### config.mk
export PLATFORM = sky130hd
export DESIGN_NAME = fpu_core
export DESIGN_NICKNAME = d
export VERILOG_FILES = /design/src/common/fpu_pkg.sv /design/src/logic/fpu_core.sv /design/src/logic/fp_mul.sv /design/src/addsub/fp_addsub_norm.sv /design/src/addsub/fp_addsub_align.sv /design/src/logic/fp_unpack.sv
export SDC_FILE = /design/constraint.sdc
export NUM_CORES = 2
export LEC_CHECK = 0
export ABC_CLOCK_PERIOD_IN_PS = 49400
export BUFFER_PORTS_ARGS = -buffer_cell sky130_fd_sc_hd__buf_2
export CAP_MARGIN = 20
export CORE_MARGIN = 2
export CORE_UTILIZATION = 50
export DETAILED_ROUTE_END_ITERATION = 7
export GPL_TIMING_DRIVEN = 0
export PLACE_DENSITY = 0.76
export SETUP_SLACK_MARGIN = 0.15
export SYNTH_ARGS = -nofsm -noshare
export SYNTH_HDL_FRONTEND = slang
export SYNTH_SLANG_ARGS = --single-unit
### constraint.sdc
create_clock -name clk -period 49.4 [get_ports clk]
set_clock_uncertainty 0.15 [all_clocks]
set_input_delay 2.47 -clock clk [delete_from_list [all_inputs] [get_ports clk]]
set_output_delay 2.47 -clock clk [all_outputs]
set_load 0.01 [all_outputs]
### src/common/fpu_pkg.sv
// ------------------------------
// fpu_pkg
// binary32 format constants, opcodes and datapath structs
// ------------------------------

package fpu_pkg;

  // binary32 field widths
  localparam int EXP_W    = 8;
  localparam int MAN_W    = 23;             // stored fraction
  localparam int SIG_W    = MAN_W + 1;      // with hidden bit
  localparam int EXP_BIAS = 127;

  localparam logic [EXP_W-1:0] EXP_MAX = '1; // inf or nan

  // guard, round and sticky below the significand
  localparam int GRS_W = 3;

  // signed add/sub significand
  // 2 upper bits hold sign and carry, then significand, then grs
  localparam int ADD_W = 2 + SIG_W + GRS_W;

  typedef enum logic [1:0] {
    op_add = 2'b00,
    op_sub = 2'b01,
    op_mul = 2'b10  // 2'b11 is illegal
  } e_fpu_op;

  typedef struct packed {
    logic             sign;
    logic [EXP_W-1:0] exp;
    logic [MAN_W-1:0] frac;
  } fp_word_t;

  // canonical quiet nan, fraction msb set
  localparam fp_word_t QNAN_WORD = 32'h7fc0_0000;

  typedef struct packed {
    logic             sign;
    logic [EXP_W-1:0] exp;     // effective exponent, 1 for subnormals
    logic [SIG_W-1:0] sig;     // hidden bit included
    logic             is_nan;
    logic             is_inf;
    logic             is_zero;
    logic             is_sub;
    fp_word_t         raw;     // kept for nan propagation
  } fp_unpacked_t;

  // align stage to norm stage
  typedef struct packed {
    logic [ADD_W-1:0] sum;     // two's complement significand sum
    logic [EXP_W-1:0] exp;     // larger operand exponent
  } addsub_sum_t;

  // leading zero count of a 32 bit word, 32 when all zero
  function automatic logic [5:0] lzc32(input logic [31:0] x);
    logic [5:0] cnt;
    cnt = 6'd32;
    // last hit wins, so the highest set bit decides
    for (int i = 0; i < 32; i++) begin
      if (x[i]) begin
        cnt = 6'(31 - i);
      end
    end
    return cnt;
  endfunction

endpackage
### src/logic/fpu_core.sv
// ------------------------------
// fpu_core
// two stage binary32 add, subtract and multiply unit
// ------------------------------

`timescale 1ns/1ps

module fpu_core (
  input  logic              clk,
  input  logic              rst,
  input  logic              in_valid,
  input  fpu_pkg::fp_word_t a,
  input  fpu_pkg::fp_word_t b,
  input  fpu_pkg::e_fpu_op  op,
  output logic              out_valid,
  output fpu_pkg::fp_word_t result
);

  import fpu_pkg::*;

  logic         s1_valid;   // stage 1 holds an operation
  fp_word_t     s1_a;
  fp_word_t     s1_b;
  e_fpu_op      s1_op;
  fp_unpacked_t a_unp;
  fp_unpacked_t b_unp;
  addsub_sum_t  addsub_sum;
  fp_word_t     addsub_res;
  fp_word_t     mul_res;
  fp_word_t     sel_res;
  logic         subtract;

  // valid pipeline
  always_ff @(posedge clk) begin
    if (rst) begin
      s1_valid  <= 1'b0;
      out_valid <= 1'b0;
    end else begin
      s1_valid  <= in_valid;
      out_valid <= s1_valid;
    end
  end

  // operand capture
  always_ff @(posedge clk) begin
    if (in_valid) begin
      s1_a  <= a;
      s1_b  <= b;
      s1_op <= op;
    end
  end

  fp_unpack unpack_a_inst (.word(s1_a), .unpacked(a_unp));
  fp_unpack unpack_b_inst (.word(s1_b), .unpacked(b_unp));

  assign subtract = (s1_op == op_sub);

  fp_addsub_align align_inst (
    .a        (a_unp),
    .b        (b_unp),
    .subtract (subtract),
    .sum      (addsub_sum)
  );

  fp_addsub_norm norm_inst (
    .sum      (addsub_sum),
    .a        (a_unp),
    .b        (b_unp),
    .subtract (subtract),
    .result   (addsub_res)
  );

  fp_mul mul_inst (.a(a_unp), .b(b_unp), .result(mul_res));

  assign sel_res = (s1_op == op_mul) ? mul_res : addsub_res;

  // result holds between valid pulses
  always_ff @(posedge clk) begin
    if (s1_valid) begin
      result <= sel_res;
    end
  end

  a_op_legal : assert property (@(posedge clk) disable iff (rst)
    in_valid |-> (op inside {op_add, op_sub, op_mul}))
    else $error("illegal opcode issued");

  // two edges from issue to result once reset has cleared the pipe
  a_valid_latency : assert property (@(posedge clk) disable iff (rst)
    (!$past(rst) && !$past(rst, 2)) |-> (out_valid == $past(in_valid, 2)))
    else $error("out_valid does not follow in_valid by two cycles");

endmodule

### src/logic/fp_mul.sv
// ------------------------------
// fp_mul
// binary32 multiply with nearest even rounding
// ------------------------------

`timescale 1ns/1ps

module fp_mul (
  input  fpu_pkg::fp_unpacked_t a,
  input  fpu_pkg::fp_unpacked_t b,
  output fpu_pkg::fp_word_t     result
);

  import fpu_pkg::*;

  localparam int PROD_W = 2 * SIG_W;

  logic [PROD_W-1:0] product;    // 2 integer bits above the fraction
  logic              prod_hi;    // product in [2,4)
  logic [PROD_W-1:0] prod_n;     // leading one at the msb
  logic [EXP_W-1:0]  exp_sum;
  logic [EXP_W-1:0]  exp_n;
  logic              guard;
  logic              sticky;
  logic              lsb;
  logic              round_up;
  logic [SIG_W:0]    rounded;    // one extra bit for the rounding carry
  logic [SIG_W:0]    sig_r;
  logic [EXP_W-1:0]  exp_r;
  logic              sign_r;
  logic              zero_inf;   // zero times infinity in either order

  assign product = PROD_W'(a.sig) * PROD_W'(b.sig);
  assign exp_sum = a.exp + b.exp - EXP_W'(EXP_BIAS);

  assign prod_hi = product[PROD_W-1];
  assign exp_n   = prod_hi ? (exp_sum + EXP_W'(1)) : exp_sum;
  assign prod_n  = prod_hi ? product : (product << 1);

  // kept significand is the top SIG_W bits
  assign lsb      = prod_n[PROD_W-SIG_W];
  assign guard    = prod_n[PROD_W-SIG_W-1];
  assign sticky   = |prod_n[PROD_W-SIG_W-2:0];
  assign round_up = guard && (sticky || lsb);  // ties go to even

  assign rounded = {1'b0, prod_n[PROD_W-1 -: SIG_W]} + (SIG_W+1)'(round_up);
  // 1.111..1 rounding up carries into 10.000..0
  assign sig_r   = rounded[SIG_W] ? (rounded >> 1) : rounded;
  assign exp_r   = exp_n + EXP_W'(rounded[SIG_W]);

  assign sign_r   = a.sign ^ b.sign;
  assign zero_inf = (a.is_zero && b.is_inf) || (a.is_inf && b.is_zero);

  always_comb begin
    if (a.is_nan) begin
      result = a.raw;
    end else if (b.is_nan) begin
      result = b.raw;
    end else if (zero_inf) begin
      result = QNAN_WORD;
    end else if (a.is_inf || b.is_inf) begin
      result = {sign_r, EXP_MAX, {MAN_W{1'b0}}};
    end else if (a.is_zero || b.is_zero) begin
      result = {sign_r, {EXP_W{1'b0}}, {MAN_W{1'b0}}};  // signed zero
    end else begin
      result = {sign_r, exp_r, sig_r[MAN_W-1:0]};
    end
  end

  // datapath exponent must never land on a nan encoding
  always_comb begin
    assert final (!(result.exp == EXP_MAX && result.frac != '0) ||
                  a.is_nan || b.is_nan || zero_inf)
      else $error("multiply produced nan from non-nan operands");
  end

endmodule

### src/addsub/fp_addsub_norm.sv
// ------------------------------
// fp_addsub_norm
// normalizes and rounds the add/sub sum, resolves specials
// ------------------------------

`timescale 1ns/1ps

module fp_addsub_norm (
  input  fpu_pkg::addsub_sum_t  sum,
  input  fpu_pkg::fp_unpacked_t a,
  input  fpu_pkg::fp_unpacked_t b,
  input  logic                  subtract,
  output fpu_pkg::fp_word_t     result
);

  import fpu_pkg::*;

  localparam int RND_W  = ADD_W - GRS_W;       // significand plus sign and carry
  localparam int LZ_OFS = 32 - ADD_W + 2;      // pad bits plus sign and carry

  logic             neg;         // sign of the sum
  logic [ADD_W-1:0] mag;
  logic             carry;       // carry out of the significand
  logic [ADD_W-1:0] mag_c;
  logic [EXP_W-1:0] exp_c;
  logic [5:0]       zcount;
  logic [EXP_W-1:0] shift_amt;
  logic [EXP_W-1:0] exp_n;
  logic [ADD_W-1:0] mag_n;
  logic [ADD_W-1:0] mag_s;
  logic             round_up;
  logic [RND_W-1:0] rounded;
  logic             carry_r;
  logic [RND_W-1:0] sig_r;
  logic [EXP_W-1:0] exp_r;
  logic             b_sign_eff;  // b sign as seen by the adder
  logic             special;

  assign neg   = sum.sum[ADD_W-1];
  assign mag   = neg ? -sum.sum : sum.sum;
  assign carry = mag[ADD_W-2];
  assign mag_c = carry ? ((mag >> 1) | ADD_W'(mag[0])) : mag;  // lsb folds into sticky
  assign exp_c = sum.exp + EXP_W'(carry);

  // leading zeros below the sign and carry positions
  assign zcount = lzc32({{(32-ADD_W){1'b0}}, mag_c}) - 6'(LZ_OFS);

  // stop shifting at exponent 0 so tiny results go subnormal
  assign shift_amt = (EXP_W'(zcount) < exp_c) ? EXP_W'(zcount) : exp_c;
  assign exp_n     = exp_c - shift_amt;
  assign mag_n     = mag_c << shift_amt;
  // exponent 0 encodes 2^-126 with no hidden bit, so drop one position
  assign mag_s     = (exp_n == '0) ? (mag_n >> 1) : mag_n;

  // nearest even from guard, round, sticky and the lsb
  assign round_up = mag_s[GRS_W-1] && (|mag_s[GRS_W-2:0] || mag_s[GRS_W]);
  assign rounded  = mag_s[ADD_W-1:GRS_W] + RND_W'(round_up);
  assign carry_r  = rounded[SIG_W];
  assign sig_r    = carry_r ? (rounded >> 1) : rounded;

  always_comb begin
    if (carry_r) begin
      exp_r = exp_n + EXP_W'(1);
    end else if (exp_n == '0 && rounded[MAN_W]) begin
      exp_r = EXP_W'(1);  // subnormal rounded up to the smallest normal
    end else begin
      exp_r = exp_n;
    end
  end

  assign b_sign_eff = b.sign ^ subtract;
  assign special    = a.is_nan || b.is_nan || a.is_inf || b.is_inf;

  always_comb begin
    if (a.is_nan) begin
      result = a.raw;
    end else if (b.is_nan) begin
      result = b.raw;
    end else if (a.is_inf && b.is_inf && (a.sign != b_sign_eff)) begin
      result = QNAN_WORD;                     // inf - inf
    end else if (a.is_inf) begin
      result = {a.sign, EXP_MAX, {MAN_W{1'b0}}};
    end else if (b.is_inf) begin
      result = {b_sign_eff, EXP_MAX, {MAN_W{1'b0}}};
    end else if (sig_r == '0) begin
      result = '0;                            // exact cancellation is +0
    end else begin
      result = {neg, exp_r, sig_r[MAN_W-1:0]};
    end
  end

  // finite nonzero results are normalized or encoded subnormal
  always_comb begin
    assert final (special || sig_r == '0 || sig_r[MAN_W] || exp_r == '0)
      else $error("add/sub result lost its hidden bit at exponent %0d", exp_r);
  end

endmodule

### src/addsub/fp_addsub_align.sv
// ------------------------------
// fp_addsub_align
// aligns two operands and forms their signed sum
// ------------------------------

`timescale 1ns/1ps

module fp_addsub_align (
  input  fpu_pkg::fp_unpacked_t a,
  input  fpu_pkg::fp_unpacked_t b,
  input  logic                  subtract,
  output fpu_pkg::addsub_sum_t  sum
);

  import fpu_pkg::*;

  // smaller operand before the sticky bit is appended
  localparam int EXT_W = ADD_W - 1;

  logic             a_small;     // a has the smaller exponent
  logic [EXP_W-1:0] exp_diff;    // absolute exponent difference
  logic [SIG_W-1:0] small_sig;
  logic [SIG_W-1:0] big_sig;
  logic [EXT_W-1:0] small_ext;   // 2 upper bits, significand, guard and round
  logic [EXT_W-1:0] shift_mask;  // bits that fall off the bottom
  logic             sticky;
  logic [ADD_W-1:0] small_al;
  logic [ADD_W-1:0] big_al;
  logic [ADD_W-1:0] a_al;
  logic [ADD_W-1:0] b_al;
  logic [ADD_W-1:0] a_sgn;       // two's complement by operand sign
  logic [ADD_W-1:0] b_sgn;

  assign a_small  = (a.exp < b.exp);
  assign exp_diff = a_small ? (b.exp - a.exp) : (a.exp - b.exp);

  // on equal exponents b takes the small path with a zero shift
  assign small_sig = a_small ? a.sig : b.sig;
  assign big_sig   = a_small ? b.sig : a.sig;

  assign small_ext  = {2'b00, small_sig, {(GRS_W-1){1'b0}}};
  assign shift_mask = ~({EXT_W{1'b1}} << exp_diff);  // low exp_diff bits set
  assign sticky     = |(small_ext & shift_mask);     // or of everything shifted out

  assign small_al = {small_ext >> exp_diff, sticky};
  assign big_al   = {2'b00, big_sig, {GRS_W{1'b0}}};

  // put the aligned values back on their own operand
  assign a_al = a_small ? small_al : big_al;
  assign b_al = a_small ? big_al   : small_al;

  assign a_sgn = a.sign ? -a_al : a_al;
  assign b_sgn = b.sign ? -b_al : b_al;

  always_comb begin
    // sign lands in the msb, carry one below it
    if (subtract) begin
      sum.sum = a_sgn - b_sgn;
    end else begin
      sum.sum = a_sgn + b_sgn;
    end
    sum.exp = a_small ? b.exp : a.exp;  // result exponent before normalization
  end

endmodule

### src/logic/fp_unpack.sv
// ------------------------------
// fp_unpack
// classifies a binary32 operand and expands its significand
// ------------------------------

`timescale 1ns/1ps

module fp_unpack (
  input  fpu_pkg::fp_word_t     word,
  output fpu_pkg::fp_unpacked_t unpacked
);

  import fpu_pkg::*;

  logic exp_zero;   // exponent field all zero
  logic exp_ones;   // exponent field all ones
  logic frac_zero;

  assign exp_zero  = (word.exp == '0);
  assign exp_ones  = (word.exp == EXP_MAX);
  assign frac_zero = (word.frac == '0);

  always_comb begin
    unpacked.sign    = word.sign;

    // classification from the two fields
    unpacked.is_zero = exp_zero && frac_zero;
    unpacked.is_sub  = exp_zero && !frac_zero;
    unpacked.is_inf  = exp_ones && frac_zero;
    unpacked.is_nan  = exp_ones && !frac_zero;

    // subnormals live at the minimum normal exponent
    // zero keeps its field value of 0
    if (unpacked.is_sub) begin
      unpacked.exp = EXP_W'(1);
    end else begin
      unpacked.exp = word.exp;
    end

    // hidden bit only for nonzero normals, 0.frac for subnormal and zero
    unpacked.sig = {!exp_zero, word.frac};

    unpacked.raw = word;  // original word for nan passthrough
  end

endmodule

; Yosys cells after proc, flatten, opt, wreduce, memory -nomap -nowiden
; Index checks and enable logic that the tools add are counted.
[totals]
reg_bits = 100
in_bits = 69
[op_classes]
n_bitwise = 5
n_addsub = 17
reduce_logical = 33
mul = 1
eq_ne = 5
magnitude_cmp = 2
n_mux = 62
n_shift = 3
[op_table]
columns = cell, count
row1 = $mux 32, 10
row2 = $mux 29, 8
row3 = $mux 6, 29
row4 = $neg 29->29, 3
row5 = $mux 8, 8
row6 = $mux 31, 2
row7 = $mul 24x24->48, 1
row8 = $mux 24, 2
row9 = $mux 48, 1
row10 = $logic_not 23->1, 2
row11 = $add 29x29->29, 1
row12 = $shl 29x8->29, 1
row13 = $sub 29x29->29, 1
row14 = $and 26x28->28, 1
row15 = $not 28->28, 1
row16 = $or 28x1->28, 1
row17 = $reduce_or 28->1, 1
row18 = $shl 28x8->28 const A, 1
row19 = $shr 26x8->28, 1
row20 = $add 26x1->26, 1
row21 = $logic_not 26->1, 1
row22 = $mux 26, 1
row23 = $add 24x1->25, 1
row24 = $logic_not 8->1, 3
row25 = 19 further kinds, 46

; Logic depth before layout (Yosys ltp)
[logic_depth]
word_depth = 68
ltp_mapped = 108
depth_no_buf = 91

; Modules after synthesis
; A second synthesis with hierarchy kept.
[hier_totals]
hier_cells = 5481
area_unflattened_um2 = 44223.7
[by_module_without_submodules]
columns = mod, instances, cells_per_inst, area_each_um2, seq_area_each_um2
row1 = fp_mul, 1, 2725, 22486.6, 0.0
row2 = fp_addsub_align, 1, 1181, 8687.1, 0.0
row3 = fp_addsub_norm, 1, 1263, 8301.7, 0.0
row4 = fpu_core, 1, 140, 3562.2, 2982.9
row5 = fp_unpack, 2, 86, 593.1, 0.0

; Worst setup path after synthesis
; Ideal clock, no wire load.
[synth_timing]
kind = register to register
startpoint = register s1_b[16] in the netlist's numbering
endpoint = register result[0] in the netlist's numbering, data pin
setup_slack_ns = 27.884
stages_incl_launch_ff = 102
t_arrival_ns = 21.101
required_time_ns = 48.984
setup_time_ns = 0.266
n_path_buf = 22
cell_sequence = edfxtp_1 -> clkbuf_1 -> or4_1 -> nor3_1 -> nand3_1 -> a31oi_1 -> inv_1 -> ha_1 -> inv_1 -> ha_1 -> or2_1 -> o21a_1 -> o2111ai_2 -> nand2_2 -> buf_2 -> buf_2 -> buf_2 -> buf_2 -> (+66 left out) -> buf_2 -> buf_1 -> clkbuf_1 -> clkbuf_1 -> nor2_1 -> a211oi_1 -> ha_1 -> nand4_1 -> a2111oi_4 -> nand2_2 -> nor4_2 -> nand4_1 -> a21oi_2 -> or2_1 -> buf_4 -> mux2_1 -> a221oi_1 -> o21ai_1
[synth_lines]
columns = element, line_no
row1 = "start, declared", fpu_core.sv:23  ; fp_word_t s1_b;
row2 = "start signal, assigned", fpu_core.sv:48  ; s1_b <= b;
row3 = "end signal, assigned", fpu_core.sv:80  ; result <= sel_res;
row4 = "end, declared", fpu_core.sv:16  ; output fpu_pkg::fp_word_t result

==> flow_summary.toml <==
[finish]
multiInputGateArea_um2 = 34080
final_cell_mix = "nand2_1, inv_1, fa_1"
layout_commonest_cell = "nand2_1"
drive_gt1_share_pct = 6.885
nets = 6046
area.sequential_um2 = 2984
syn2layout_area_growth_pct = 5.891
nFillCells = 7695

[setup_path]
r2r-end = "result[28]"
rrSetupSlack_ns = 17.81
cp_max_fo = 11
critical-path-max-stage-delay_ns = 1.02
timing.rr.start = "s1_a[10]"
cp.arrival_ns = 31.52
cp.required_ns = 49.33
endpoint_kind = "flip-flop"
reg2reg_depth = 99
path_common_cell = "nand2_1"
start_kind = "flip-flop"
cp_slowest_cell = "a211oi_1"
path_class = "flip-flop to flip-flop"

[cts]
cts_max_level = 3
cts_buffers = 9
cts_tree = "done"
cts_setup_buffers = 0
cts_sinks = 100
cts_resized = 0
cts-root-buf = "clkbuf_16"
ctsHoldBuffers = 0
clock_path_buffers = 2
clk_pin_slew_worst_paths_ns = 0.08
clk_latency_ns = 0.43

[outcome]
violations = "design-rule violations"
status = "complete, but fails checks"

[detailed_routing]
vias = 41340
vias_per_cell = 6.546
ant_nets = 0
totalWireLength_um = 161800
firstDrtPassIters = 8
drcViolationCount = 6
drt_first_iter_violations = 5599
wl_per_cell_um = 25.63

[floorplanning]
start_util_pct = 50.42
coreArea_um2 = 80420
die-width_um = 288.8
io_pins = 102
die_y_um = 288.8
row_count = 104
die_area_um2 = 83380

[synth]
syn-num-nets = 5920
yosys_warnings = 0
synth.avg_cell_area_um2 = 7.931
ys_seq_area_share_pct = 7.357
syn-cell-area_um2 = 40540
async_reset_ff_share_pct = 0
post-synth-top-area-cell = "fa_1"
synth_edf_count = 98
synthFlopType = "edfxtp_1"
synth_top_area_share_pct = 24.00
syn_inst = 5112
netlist_top_cells_area = "fa_1, ha_1, edfxtp_1, nand2_1, inv_1"
synthDistinctLibCells = 127
ys_seq_elements = 100

[hold_path]
hold_class = "flip-flop to flip-flop"
holdPathStages = 0
worstHoldStart = "s1_valid"
min_to = "result[30]"

[timing]
rsz0062_at_grt = "false"
finalSetupTns_ns = 0
setup_violations = 0
hold_violations = 0
min_period_over_period_pct = 63.95
maxSlewViolCount = 0
worstMarginPinSlew_ns = 1.285
slew_headroom_pct = 14.32
fin_crit_ns = 31.59
whs_ns = 0.7381
fmax_ghz = 0.03166

[global_routing]
antenna_found_initial = 9
grt_pass1_vias = 40090
grt_max_degree = 68
grt_overflow = 0
grt_use_total_pct = 38.94
grt_pass1_wl_um = 245800

[placed_design]
gp_congestion = 1.035
port_buffers = 101
dp_hpwl_um = 131100

[flow_run]
maxCapViolCount = 0
-- worst max-delay path: cells and delay by family (launching register included) --
| kind | cells | cell delay (ns) |
|---|---|---|
| and+or+nand+nor | 41 | 11.27 |
| AOI/OAI and AO/OA | 29 | 9.85 |
| buffers and inverters | 14 | 4.77 |
| adders and majority gates | 8 | 2.45 |
| xor gates and xnor gates | 5 | 1.56 |
| muxes | 2 | 0.72 |
| DFF | 1 | 0.40 |
-- area by class of cell --
cell class	instances	area share (%)
Sequential cell	100	6.951
Multi-Input combinational cell	4117	79.38
Antenna cell	12	0.06995
Clock inverter	7	0.2069
Timing Repair Buffer	115	1.644
Clock buffer	9	0.5246
Buffer	323	3.136
Tap cell	1060	3.089
Inverter	572	5.001
-- state kept, by name, indices dropped and copies added, names as in the netlist --
signal and cells:
out_valid 1, s1_op 2, s1_valid 1, s1_b 32, s1_a 32, result 32
-- worst max-delay path by stage --
stage | start | cells after the start | slack, ns | end
floorplan | s1_b[16] | 101 | 27.88 | result[0]
global placement | s1_b[8] | 100 | 19.21 | result[28]
detailed placement | s1_b[10] | 100 | 19.18 | result[28]
CTS | s1_b[10] | 100 | 19.08 | result[28]
global route | s1_a[10] | 99 | 16.63 | result[28]
finish | s1_a[10] | 99 | 17.81 | result[28]
-- through the flow --
| stage | util (%) | cells | worst slack, ns | instance area [um2] |
|---|---|---|---|---|
| after floorplan | - | 5112 | 27.88 | 40540 |
| after global placement | 52.69 | 6273 | 19.21 | 42370 |
| after detailed placement | 52.81 | 6279 | 19.18 | 42460 |
| after CTS | 53.20 | 6295 | 19.08 | 42780 |
| after global routing | 53.35 | 6303 | 16.63 | 42900 |
| final | 53.39 | 6315 | 17.81 | 42930 |
-- layer usage --
metal,global-route usage (%),share of wire [%]
met2,58.15,42
met1,51.40,39
met4,20.22,6.2
met5,0,0.0068
met3,10.88,13
-- cell families (layout without fill, tap and decap cells) --
family / after synthesis / in the layout / share of synthesized area [%]
XOR/XNOR: 253 / 253 / 5.521
flip-flops: 100 / 100 / 7.357
AO/OA/AOI/OAI: 996 / 996 / 17.39
multiplexers: 201 / 201 / 5.916
other: 0 / 12 / 0
AND/OR/NAND/NOR: 1928 / 1928 / 23.39
buffers and inverters: 895 / 1026 / 8.616
adder cells (fa/ha/maj): 739 / 739 / 31.81
-- cells in the mapped netlist (all sizes together) (13+ instances only) --
cell type    n
buf         93
xnor2      149
o21bai      22
mux4        27
ha         253
xor2       104
nand4       48
fa         486
nor3       127
or3         45
a21oi      204
clkbuf     230
and2       230
o21a        31
nor2b       33
o41ai       15
nand3      124
edfxtp      98
o21ai      178
mux2        29
nor2       303
nand2b      45
a2111oi     18
or4         31
a22oi       31
o221ai      26
nand2      751
or2         42
nor4        56
a211oi      55
a211o       14
o22ai       29
a32oi       13
inv        571
o31ai       38
a31oi       44
and3        38
a21o        45
o211ai      58
mux2i      145
a221oi      14
Power is not shown: default switching activity piles up to over one toggle a cycle in this logic, so the estimate is an artifact.
